$ cat src/design/qsnd_pkg.sv
`default_nettype none

package qsnd_pkg;

    localparam int addr_w = 16;  // sound CPU address bus
    localparam int rom_aw = 19;  // 512 kB program ROM
    localparam int word_w = 16;  // DSP parallel and sample words
    localparam int bank_w = 4;

    // top nibble of the CPU address
    localparam logic [3:0] rgn_ram_lo = 4'hc;
    localparam logic [3:0] rgn_ram_hi = 4'hf;
    localparam logic [3:0] rgn_regs   = 4'hd;

    localparam logic [rom_aw-1:0] bank_base = 19'h08000;  // banked window starts here

    // one CPU address seen as a memory region or as a register slot
    typedef union packed {
        struct packed {
            logic [3:0]  region;
            logic [11:0] offset;
        } mem;
        struct packed {
            logic [12:0] page;
            logic [2:0]  idx;
        } regv;
    } z80_addr_u;

endpackage

`default_nettype wire

$ cat src/design/z80_map_decode.sv
`timescale 1ns/1ns
`default_nettype none

module z80_map_decode (
    input  wire                           clk48,
    input  wire                           rst,
    input  wire  [qsnd_pkg::addr_w-1:0]   addr,
    input  wire                           mreq_n,
    input  wire                           rd_n,
    input  wire                           wr_n,
    input  wire  [7:0]                    cpu_dout,
    input  wire  [qsnd_pkg::bank_w-1:0]   bank,
    input  wire  [7:0]                    status,
    input  wire  [7:0]                    rom_data,
    output logic                          rom_cs,
    output logic [qsnd_pkg::rom_aw-1:0]   rom_addr,
    output logic                          ram_cs,
    output logic                          reg_wr,
    output logic                          bank_wr,
    output logic                          stat_rd,
    output logic [2:0]                    reg_idx,
    output logic [7:0]                    reg_data,
    output logic [7:0]                    cpu_din
);

    typedef logic [qsnd_pkg::rom_aw-1:0] rom_addr_t;

    qsnd_pkg::z80_addr_u a;
    logic                in_regs;

    assign a       = addr;
    assign in_regs = a.mem.region == qsnd_pkg::rgn_regs;

    // selects lag the bus by one cycle
    always_ff @(posedge clk48 or posedge rst) begin
        if (rst) begin
            rom_cs  <= 1'b0;
            ram_cs  <= 1'b0;
            reg_wr  <= 1'b0;
            bank_wr <= 1'b0;
            stat_rd <= 1'b0;
        end else begin
            rom_cs  <= !mreq_n && a.mem.region < qsnd_pkg::rgn_ram_lo;  // 0000-bfff
            ram_cs  <= !mreq_n && (a.mem.region == qsnd_pkg::rgn_ram_lo ||
                                   a.mem.region == qsnd_pkg::rgn_ram_hi);
            reg_wr  <= !mreq_n && !wr_n && in_regs && a.regv.idx <= 3'd2;
            bank_wr <= !mreq_n && !wr_n && in_regs && a.regv.idx == 3'd3;
            stat_rd <= !mreq_n && !rd_n && in_regs && a.regv.idx == 3'd7;
        end
    end

    always_ff @(posedge clk48) begin
        if (!mreq_n) begin
            if (a.mem.region[3])  // 8000-bfff goes through the bank
                rom_addr <= qsnd_pkg::bank_base +
                            rom_addr_t'({bank, a.mem.region[1:0], a.mem.offset});
            else
                rom_addr <= rom_addr_t'({a.mem.region[2:0], a.mem.offset});
            reg_idx  <= a.regv.idx;
            reg_data <= cpu_dout;
        end
    end

    always_comb begin
        if (rom_cs)
            cpu_din = rom_data;
        else if (stat_rd)
            cpu_din = status;
        else
            cpu_din = 8'hff;  // open bus
    end

    // the map regions never overlap
    a_one_select: assert property (@(posedge clk48) disable iff (rst)
        $onehot0({rom_cs, ram_cs, reg_wr, bank_wr, stat_rd}));

endmodule

`default_nettype wire

$ cat src/design/dsp_mailbox.sv
`timescale 1ns/1ns
`default_nettype none

module dsp_mailbox (
    input  wire                           clk48,
    input  wire                           rst,
    input  wire                           reg_wr,
    input  wire                           bank_wr,
    input  wire  [2:0]                    reg_idx,
    input  wire  [7:0]                    reg_data,
    input  wire                           pids_n,
    input  wire                           iack,
    output logic [qsnd_pkg::bank_w-1:0]   bank,
    output logic                          dsp_rst,
    output logic                          dsp_irq,
    output logic [qsnd_pkg::word_w-1:0]   pbus_in,
    output logic [7:0]                    status
);

    logic [qsnd_pkg::word_w-1:0] data_word;
    logic [7:0]                  addr_byte;
    logic [1:0]                  sel;        // msb set while the address is offered
    logic                        last_pids_n;
    logic                        pids_rise;
    logic                        rdy_n;

    assign pids_rise = pids_n && !last_pids_n;
    assign rdy_n     = ~(dsp_irq | iack);
    assign status    = {rdy_n, 3'b111, bank};

    always_ff @(posedge clk48 or posedge rst) begin
        if (rst) begin
            bank        <= '0;
            dsp_rst     <= 1'b1;
            dsp_irq     <= 1'b0;
            sel         <= 2'b00;
            last_pids_n <= 1'b1;
        end else begin
            last_pids_n <= pids_n;
            if (bank_wr) begin
                bank    <= reg_data[qsnd_pkg::bank_w-1:0];
                dsp_rst <= ~reg_data[7];  // bit 7 lets the DSP run
            end
            if (reg_wr && reg_idx == 3'd2) begin
                dsp_irq <= 1'b1;
                sel     <= 2'b11;
            end else if (pids_rise) begin
                // DSP took one word so step to the next
                dsp_irq <= 1'b0;
                sel     <= sel >> 1;
            end
        end
    end

    always_ff @(posedge clk48) begin
        if (reg_wr) begin
            case (reg_idx)
                3'd0:    data_word[15:8] <= reg_data;
                3'd1:    data_word[7:0]  <= reg_data;
                3'd2:    addr_byte       <= reg_data;
                default: ;
            endcase
        end
    end

    assign pbus_in = sel[1] ? {8'd0, addr_byte} : data_word;

    // a request to a DSP held in reset only survives the write cycle
    a_irq_in_reset: assert property (@(posedge clk48) disable iff (rst)
        (dsp_irq && dsp_rst) |=> !(dsp_irq && dsp_rst));

endmodule

`default_nettype wire

$ cat src/design/z80_tick_irq.sv
`timescale 1ns/1ns
`default_nettype none

module z80_tick_irq #(
    parameter int TICK_PERIOD = 32000
) (
    input  wire  clk48,
    input  wire  rst,
    input  wire  cen8,
    input  wire  m1_n,
    input  wire  iorq_n,
    output logic int_n
);

    localparam int cw = $clog2(TICK_PERIOD);

    logic [cw-1:0] cnt;
    logic          wrap;

    assign wrap = cnt == cw'(TICK_PERIOD - 1);

    always_ff @(posedge clk48 or posedge rst) begin
        if (rst) begin
            cnt   <= '0;
            int_n <= 1'b1;
        end else if (cen8) begin
            cnt <= wrap ? '0 : cnt + 1'b1;
            if (!m1_n && !iorq_n)
                int_n <= 1'b1;  // acknowledge cycle
            else if (wrap)
                int_n <= 1'b0;
        end
    end

endmodule

`default_nettype wire

$ cat src/design/serial_word_steer.sv
`timescale 1ns/1ns
`default_nettype none

module serial_word_steer #(
    parameter int NCH = 2
) (
    input  wire                           clk48,
    input  wire                           rst,
    input  wire                           sadd,
    input  wire                           psel,
    input  wire  [qsnd_pkg::word_w-1:0]   ser_out,
    output logic [NCH-1:0]                load,
    output logic [qsnd_pkg::word_w-1:0]   word
);

    logic last_sadd;
    logic word_end;

    assign word_end = !sadd && last_sadd;  // sadd falls after the last bit

    always_ff @(posedge clk48 or posedge rst) begin
        if (rst) begin
            last_sadd <= 1'b0;
            load      <= '0;
        end else begin
            last_sadd <= sadd;
            for (int i = 0; i < NCH; i++)
                load[i] <= word_end && int'(psel) == i;
        end
    end

    always_ff @(posedge clk48) begin
        if (word_end)
            word <= ser_out;  // parallel copy of the finished word
    end

    a_load_onehot: assert property (@(posedge clk48) disable iff (rst) $onehot0(load));

endmodule

`default_nettype wire

$ cat src/design/chan_hold.sv
`timescale 1ns/1ns
`default_nettype none

module chan_hold #(
    parameter int chan_index = 0
) (
    input  wire                           clk48,
    input  wire                           rst,
    input  wire                           load,
    input  wire  [qsnd_pkg::word_w-1:0]   word,
    input  wire                           clear,
    output logic [qsnd_pkg::word_w-1:0]   held,
    output logic                          fresh
);

    always_ff @(posedge clk48 or posedge rst) begin
        if (rst)
            fresh <= 1'b0;
        else if (load)
            fresh <= 1'b1;  // a new word wins over the clear
        else if (clear)
            fresh <= 1'b0;
    end

    always_ff @(posedge clk48) begin
        if (load)
            held <= word;
    end

    // two loads with no publish between them
    a_no_overrun: assert property (@(posedge clk48) disable iff (rst)
        (load && fresh) |-> clear)
        else $warning("channel %0d overwritten before publish", chan_index);

endmodule

`default_nettype wire

$ cat src/design/sample_publish.sv
`timescale 1ns/1ns
`default_nettype none

module sample_publish #(
    parameter int NCH = 2
) (
    input  wire                                      clk48,
    input  wire                                      rst,
    input  wire                                      psel,
    input  wire  [NCH-1:0][qsnd_pkg::word_w-1:0]     held,
    output logic [qsnd_pkg::word_w-1:0]              left,
    output logic [qsnd_pkg::word_w-1:0]              right,
    output logic                                     sample,
    output logic                                     clear
);

    logic last_psel;
    logic frame;

    assign frame = psel && !last_psel;  // new frame starts

    always_ff @(posedge clk48 or posedge rst) begin
        if (rst) begin
            last_psel <= 1'b0;
            left      <= '0;
            right     <= '0;
            sample    <= 1'b0;
        end else begin
            last_psel <= psel;
            sample    <= frame;
            if (frame) begin
                left  <= held[0];
                right <= held[1];
            end
        end
    end

    // fresh flags drop together with the sample strobe
    assign clear = sample;

endmodule

`default_nettype wire

$ cat src/design/qsnd_glue_top.sv
`timescale 1ns/1ns
`default_nettype none

module qsnd_glue_top #(
    parameter int TICK_PERIOD = 32000,
    parameter int NCH         = 2
) (
    input  wire                           clk48,
    input  wire                           rst,
    input  wire                           cen8,
    input  wire  [qsnd_pkg::addr_w-1:0]   addr,
    input  wire                           mreq_n,
    input  wire                           rd_n,
    input  wire                           wr_n,
    input  wire                           m1_n,
    input  wire                           iorq_n,
    input  wire  [7:0]                    cpu_dout,
    input  wire  [7:0]                    rom_data,
    input  wire                           pids_n,
    input  wire                           iack,
    input  wire                           sadd,
    input  wire                           psel,
    input  wire  [qsnd_pkg::word_w-1:0]   ser_out,
    output logic [7:0]                    cpu_din,
    output logic                          rom_cs,
    output logic [qsnd_pkg::rom_aw-1:0]   rom_addr,
    output logic                          ram_cs,
    output logic                          int_n,
    output logic                          dsp_rst,
    output logic                          dsp_irq,
    output logic                          dsp_rdy_n,
    output logic [qsnd_pkg::word_w-1:0]   pbus_in,
    output logic [qsnd_pkg::word_w-1:0]   left,
    output logic [qsnd_pkg::word_w-1:0]   right,
    output logic                          sample
);

    logic                                 reg_wr, bank_wr;
    logic [2:0]                           reg_idx;
    logic [7:0]                           reg_data, status;
    logic [qsnd_pkg::bank_w-1:0]          bank;
    logic [NCH-1:0]                       load;
    logic [qsnd_pkg::word_w-1:0]          word;
    logic [NCH-1:0][qsnd_pkg::word_w-1:0] held;
    logic                                 clear;

    assign dsp_rdy_n = status[7];  // same bit the CPU polls

    z80_map_decode u_decode (
        .clk48, .rst, .addr, .mreq_n, .rd_n, .wr_n, .cpu_dout,
        .bank, .status, .rom_data,
        .rom_cs, .rom_addr, .ram_cs, .reg_wr, .bank_wr,
        .stat_rd (), .reg_idx, .reg_data, .cpu_din
    );

    dsp_mailbox u_mailbox (
        .clk48, .rst, .reg_wr, .bank_wr, .reg_idx, .reg_data, .pids_n, .iack,
        .bank, .dsp_rst, .dsp_irq, .pbus_in, .status
    );

    z80_tick_irq #(.TICK_PERIOD(TICK_PERIOD)) u_tick (
        .clk48, .rst, .cen8, .m1_n, .iorq_n, .int_n
    );

    serial_word_steer #(.NCH(NCH)) u_steer (
        .clk48, .rst, .sadd, .psel, .ser_out, .load, .word
    );

    for (genvar i = 0; i < NCH; i++) begin : g_chan
        chan_hold #(.chan_index(i)) u_hold (
            .clk48, .rst,
            .load  (load[i]),
            .word,
            .clear,
            .held  (held[i]),
            .fresh ()
        );
    end

    sample_publish #(.NCH(NCH)) u_publish (
        .clk48, .rst, .psel, .held, .left, .right, .sample, .clear
    );

endmodule

`default_nettype wire

$ cat config.mk
export PLATFORM = sky130hd
export DESIGN_NAME = qsnd_glue_top
export DESIGN_NICKNAME = d
export VERILOG_FILES = /design/src/design/qsnd_pkg.sv /design/src/design/z80_map_decode.sv /design/src/design/dsp_mailbox.sv /design/src/design/z80_tick_irq.sv /design/src/design/serial_word_steer.sv /design/src/design/chan_hold.sv /design/src/design/sample_publish.sv /design/src/design/qsnd_glue_top.sv
export SDC_FILE = /design/constraint.sdc
export NUM_CORES = 1
export LEC_CHECK = 0
export ABC_AREA = 0
export CAP_MARGIN = 20
export CORE_ASPECT_RATIO = 1.5
export CORE_MARGIN = 4
export CORE_UTILIZATION = 25
export CTS_CLUSTER_DIAMETER = 80
export DETAILED_ROUTE_END_ITERATION = 8
export DONT_BUFFER_PORTS = 1
export MAX_ROUTING_LAYER = met4
export PLACE_DENSITY = 0.37
export SETUP_SLACK_MARGIN = 0.1
export SYNTH_ARGS = -nofsm -noshare
export SYNTH_HDL_FRONTEND = slang
export SYNTH_SLANG_ARGS = --single-unit
$ cat constraint.sdc
create_clock -name clk48 -period 6 [get_ports clk48]
set_input_delay 0.9 -clock clk48 [delete_from_list [all_inputs] [get_ports clk48]]
set_output_delay 0.9 -clock clk48 [all_outputs]
set_load 0.05 [all_outputs]
## Word-level counts from Yosys, hierarchy flattened

Index checks and enable logic that the tools add are counted.

| word-level totals | value |
|---|---|
| flip-flop bits (word level) | 169 |
| input bits | 60 |
| output and inout port bits | 82 |
| word-level logic and storage cells | 87 |

| cells by class | value |
|---|---|
| $add $sub $neg | 2 |
| order comparisons | 2 |
| eq/ne operators | 8 |
| mux-type cells | 11 |
| bitwise logic cells | 4 |
| reduce and logical (&&, ||, !) cells | 32 |

Operators by type and width:

| cell | count |
|---|---|
| two-way mux 15 bit | 2 |
| adder 16 x 18 -> 19 bit (first input constant) | 1 |
| logical AND 1 bit | 16 |
| two-way mux 16 bit | 1 |
| two-way mux 8 bit | 2 |
| adder 15 x 1 -> 15 bit (second input constant) | 1 |
| == test 15 bit (second input constant) | 1 |
| == test 4 bit (second input constant) | 3 |
| logical NOT 1 bit | 8 |
| AND reduction 2 bit | 4 |
| == test 3 x 2 -> 1 bit (second input constant) | 2 |
| less-than comparator 4 bit (second input constant) | 1 |
| two-way mux 1 bit | 4 |
| two-way mux 2 bit | 2 |
| nonzero test 2 bit | 2 |
| == test 3 x 1 -> 1 bit (second input constant) | 1 |
| == test 3 bit (second input constant) | 1 |
| less-or-equal comparator 3 x 2 -> 1 bit (second input constant) | 1 |
| logical NOT 3 bit | 1 |
| inverter 1 bit | 3 |
| logical OR 1 bit | 1 |
| bitwise OR 1 bit | 1 |

## Depth between registers and ports, before layout

| logic depth | value |
|---|---|
| depth after elaboration | 4 |
| mapped depth | 5 |
| depth with buffers taken out | 5 |

## Hierarchy

From an unflattened synthesis, not the netlist that was laid out.

| second synthesis, totals | value |
|---|---|
| cells, all modules | 365 |
| area, all modules | 6367.4 µm² |

By module, submodules not included:

| module | times used | cells each | area each (µm²) | sequential area each (µm²) |
|---|---|---|---|---|
| sample_publish | 1 | 73 | 1416.4 | 850.8 |
| dsp_mailbox | 1 | 71 | 1268.7 | 898.4 |
| z80_map_decode | 1 | 75 | 1231.2 | 935.9 |
| chan_hold | 2 | 20 | 520.5 | 505.5 |
| z80_tick_irq | 1 | 83 | 828.3 | 401.6 |
| serial_word_steer | 1 | 23 | 581.8 | 555.5 |

## Worst setup path before layout

No wires, ideal clock.

| timing path | value |
|---|---|
| path kind | reg2out |
| start | register u_decode.rom_cs |
| end | output cpu_din[3] |
| arrival | 1805 ps |
| required time | 5100 ps |
| slack | 3295 ps |
| cell stages (with the launch flop) | 4 |
| path buffers | 1 |
| cells stage by stage | dfrtp_1 > clkbuf_1 > nor2_1 > a21oi_1 |

| between the ends | value |
|---|---|
| cells in the longest elaborated chain, start to end | 1 |

Ends and longest elaborated chain:

| element | RTL line | source |
|---|---|---|
| start, declared | z80_map_decode.sv:15 | `output logic rom_cs,` |
| start signal, assigned | z80_map_decode.sv:43 | `rom_cs <= !mreq_n && a.mem.region < qsnd_pkg::rgn_ram_lo;` |
| two-way mux 8 bit | z80_map_decode.sv:65 | `if (rom_cs)` |
| end, declared | qsnd_glue_top.sv:24 | `output logic [7:0] cpu_din,` |

No other way between the ends.

## Worst setup path after layout

Same ends and word-level chain as after synthesis.

==> impl_metrics.toml <==
[synthesis]
synthSimpleGateAreaFrac_pct = 8.57
synth_cell_type_count = 38
yosysMostFrequentCell = "edfxtp_1"
synth.area.top_cells = "edfxtp_1 (50%), dfrtp_1 (26%), mux2_2 (8.7%)"
syn_area_per_cell_um2 = 17.6
synthXorXnorAreaFrac_pct = 2.07
synth-compound-area-share_pct = 1.35
synthAdderAreaFrac_pct = 0.422
synth_flop_cell = "edfxtp_1"
ys_warn_count = 0
synthTopCellsByCount = "edfxtp_1 (99), dfrtp_1 (62), mux2_2 (46)"
ys_ff_latch = 164
synth_top_cell_by_area = "edfxtp_1"
synth.area.mux_share_pct = 8.91
syn_inst = 336
netlist.area_leader.share_pct = 50.1
async_flop_share_pct = 39.6
seq_area_frac_synth_pct = 77.6
synth_nets = 398
synth_top_family_by_area = "multiplexers"
synth_edf_count = 99
synth.cell_area_um2 = 5930

[min_path]
hold_depth = 0
hp-start = "u_steer.word[11]"
min_to = "g_chan[0].u_hold.held[11]"
min_path_type = "flop to flop"

[drt]
drc = 0
wirelength_mm = 12.2
first_pass_iters = 4
vias = 2815
drt_first_iter_violations = 118
wl_per_cell_um = 18.0
via_per_inst = 4.13
drtAntennaViolNets = 0

[timing]
max_freq_ghz = 0.318
tightest_slew_ns = 1.08
rsz0062_at_grt = "no"
fin_ws_ns = 2.86
fin_crit_ns = 3.14
maxSlewHeadroom_pct = 28.0
setup_viol = 0
tns_ns = 0
fin_skew_ns = 0.0104
final-max-slew-violation-count = 0
hold_viol = 0
min_period_over_period_pct = 52.4

[finish]
nets = 415
insertedDiodeCount = 0
stdcell_area_um2 = 7010
drive_gt1_share_pct = 27.6
finalNonFillerCells = 681
fillerInstances = 2311
syn_to_final_growth_pct = 18.3

[floorplan]
core_region_area_um2 = 23200
die_w_um = 134
start_util_pct = 25.5
placementRows = 68
boundaryPins = 142
die_area_um2 = 26300
fp.dieH_um = 197

[grt]
first_global_vias = 3063
grt_first_pass_wirelength_mm = 19.1
grt_max_degree = 66
grt_usage_pct = 10.1
antenna_found_initial = 0
gr-total-overflow = 0

[setup_path]
worstSetupStartpointType = "flop"
crit_required_ns = 5.10
crit_arrival_ns = 2.24
r2r_cells = 2
path_class = "flop to primary output"
reg2reg_to = "u_mailbox.data_word[11]"
end_kind = "primary output"
cp_max_fo = 13
critPathLaunch = "u_decode.rom_cs"
worst-r2r-setup-slack_ns = 4.20
timing.rr.start = "u_decode.reg_idx[0]"

[place]
hpwl_mm = 8.19
port_buffers = 0
placed_area_um2 = 6340
dp.cells = 646
place_congestion = 0.693
pre_cts_slack_ns = 3.31

[cts]
cts_tree = "built"
postCtsSetupBuffers = 0
cts_root_buf = "clkbuf_16"
clkLatencyLatePin_ns = 0.43
postCtsHoldBufs = 0
clkTransAtPathRegs_ns = 0.07
clockBufferDepth = 2
cts_max_level = 4
cts_resized = 0
clock_sinks = 164
cts_buffers = 17

[power]
peakVddDrop_v = 0.000200
power_density_nw_per_um2 = 398
power.leakage_nw = 2.56

[flow_run]
maxCapViolCount = 0

[status]
status = "finished, final reports clean"
## cell families (layout without fill, tap and decap cells)
kind of cell	after synthesis	after routing
muxes	47	47
xor gates and xnor gates	14	14
adders and majority gates	2	2
AOI/OAI and AO/OA	13	13
and+or+nand+nor	81	81
buffers and inverters	15	45
DFF	164	164
## layer usage
metal,vias up,part of all wire (%),GRT usage [%]
met5,-,0,-
met4,0,2.2,5.15
met3,14,8.1,3.96
met2,116,53,16.3
met1,1422,37,10.8
li1,1263,-,-
## cell usage in the layout (no fill, tap or decap), types with 3 or more instances in the layout
cell type / netlist / final
clkbuf_16: 0 / 17
dfstp_2: 3 / 3
mux2_2: 46 / 46
nand2_1: 12 / 12
inv_8: 0 / 3
inv_1: 7 / 6
edfxtp_1: 99 / 99
xor2_1: 3 / 3
bufinv_16: 0 / 4
dfrtp_1: 62 / 62
nand4_1: 5 / 5
xnor2_1: 11 / 11
nor4_1: 4 / 4
nand2b_1: 4 / 4
buf_4: 0 / 4
nor2b_1: 16 / 14
inv_6: 0 / 4
a21oi_1: 6 / 6
and2_1: 3 / 3
nor2_1: 18 / 18
nor3_1: 3 / 3
o21ai_0: 3 / 3
## how the worst max path moves through the flow
stage               cells past startpoint    endpoint
CTS                                     2  cpu_din[0]
floorplan                               3  cpu_din[3]
detailed placement                      2  cpu_din[0]
global route                            2  cpu_din[0]
global placement                        2  cpu_din[3]
finish                                  2  cpu_din[3]
## registers in the layout, indices dropped and copies added, names as in the netlist, 2 cells and up
name,flops
u_tick.cnt,15
u_steer.load,2
u_mailbox.bank,4
u_mailbox.data_word,16
u_decode.reg_data,8
u_decode.reg_idx,2
u_steer.word,16
g_chan.u_hold.held,32
u_publish.right,16
u_mailbox.addr_byte,8
u_publish.left,16
u_decode.rom_addr,17
## where the power goes
| part | total, W | leakage, nW | internal (W) | switching (W) |
|---|---|---|---|---|
| clock | 0.00119 | 0.308 | 0.000710 | 0.000479 |
| combinational | 0.000116 | 0.521 | 0.0000514 | 0.0000642 |
| sequential | 0.00148 | 1.73 | 0.00128 | 0.000208 |
## worst max-delay path, stage by stage, from the launching register on
cell     delay, ns
dfrtp_1       0.85
nor2_1        0.11
a21oi_1       0.85
## area by class of cell
| cell class | count | area (um^2) | area share, % |
|---|---|---|---|
| Tap cell | 315 | 394 | 5.62 |
| Sequential cell | 164 | 4600 | 65.6 |
| Multi-Input combinational cell | 157 | 1290 | 18.4 |
| Clock inverter | 15 | 216 | 3.09 |
| Inverter | 7 | 26.3 | 0.375 |
| Timing Repair Buffer | 6 | 56.3 | 0.803 |
| Clock buffer | 17 | 425 | 6.06 |
## stage by stage
step,util (%),hold WS [ns],total power (W)
after floorplan,-,0.421,0.00158
after global placement,27.3,0.424,0.00162
after detailed placement,27.3,0.431,0.00163
after CTS,30.1,0.437,0.00284
after global routing,30.2,0.438,0.00291
final,30.2,0.447,0.00279
Note: power is estimated with default switching activity, not from simulation.
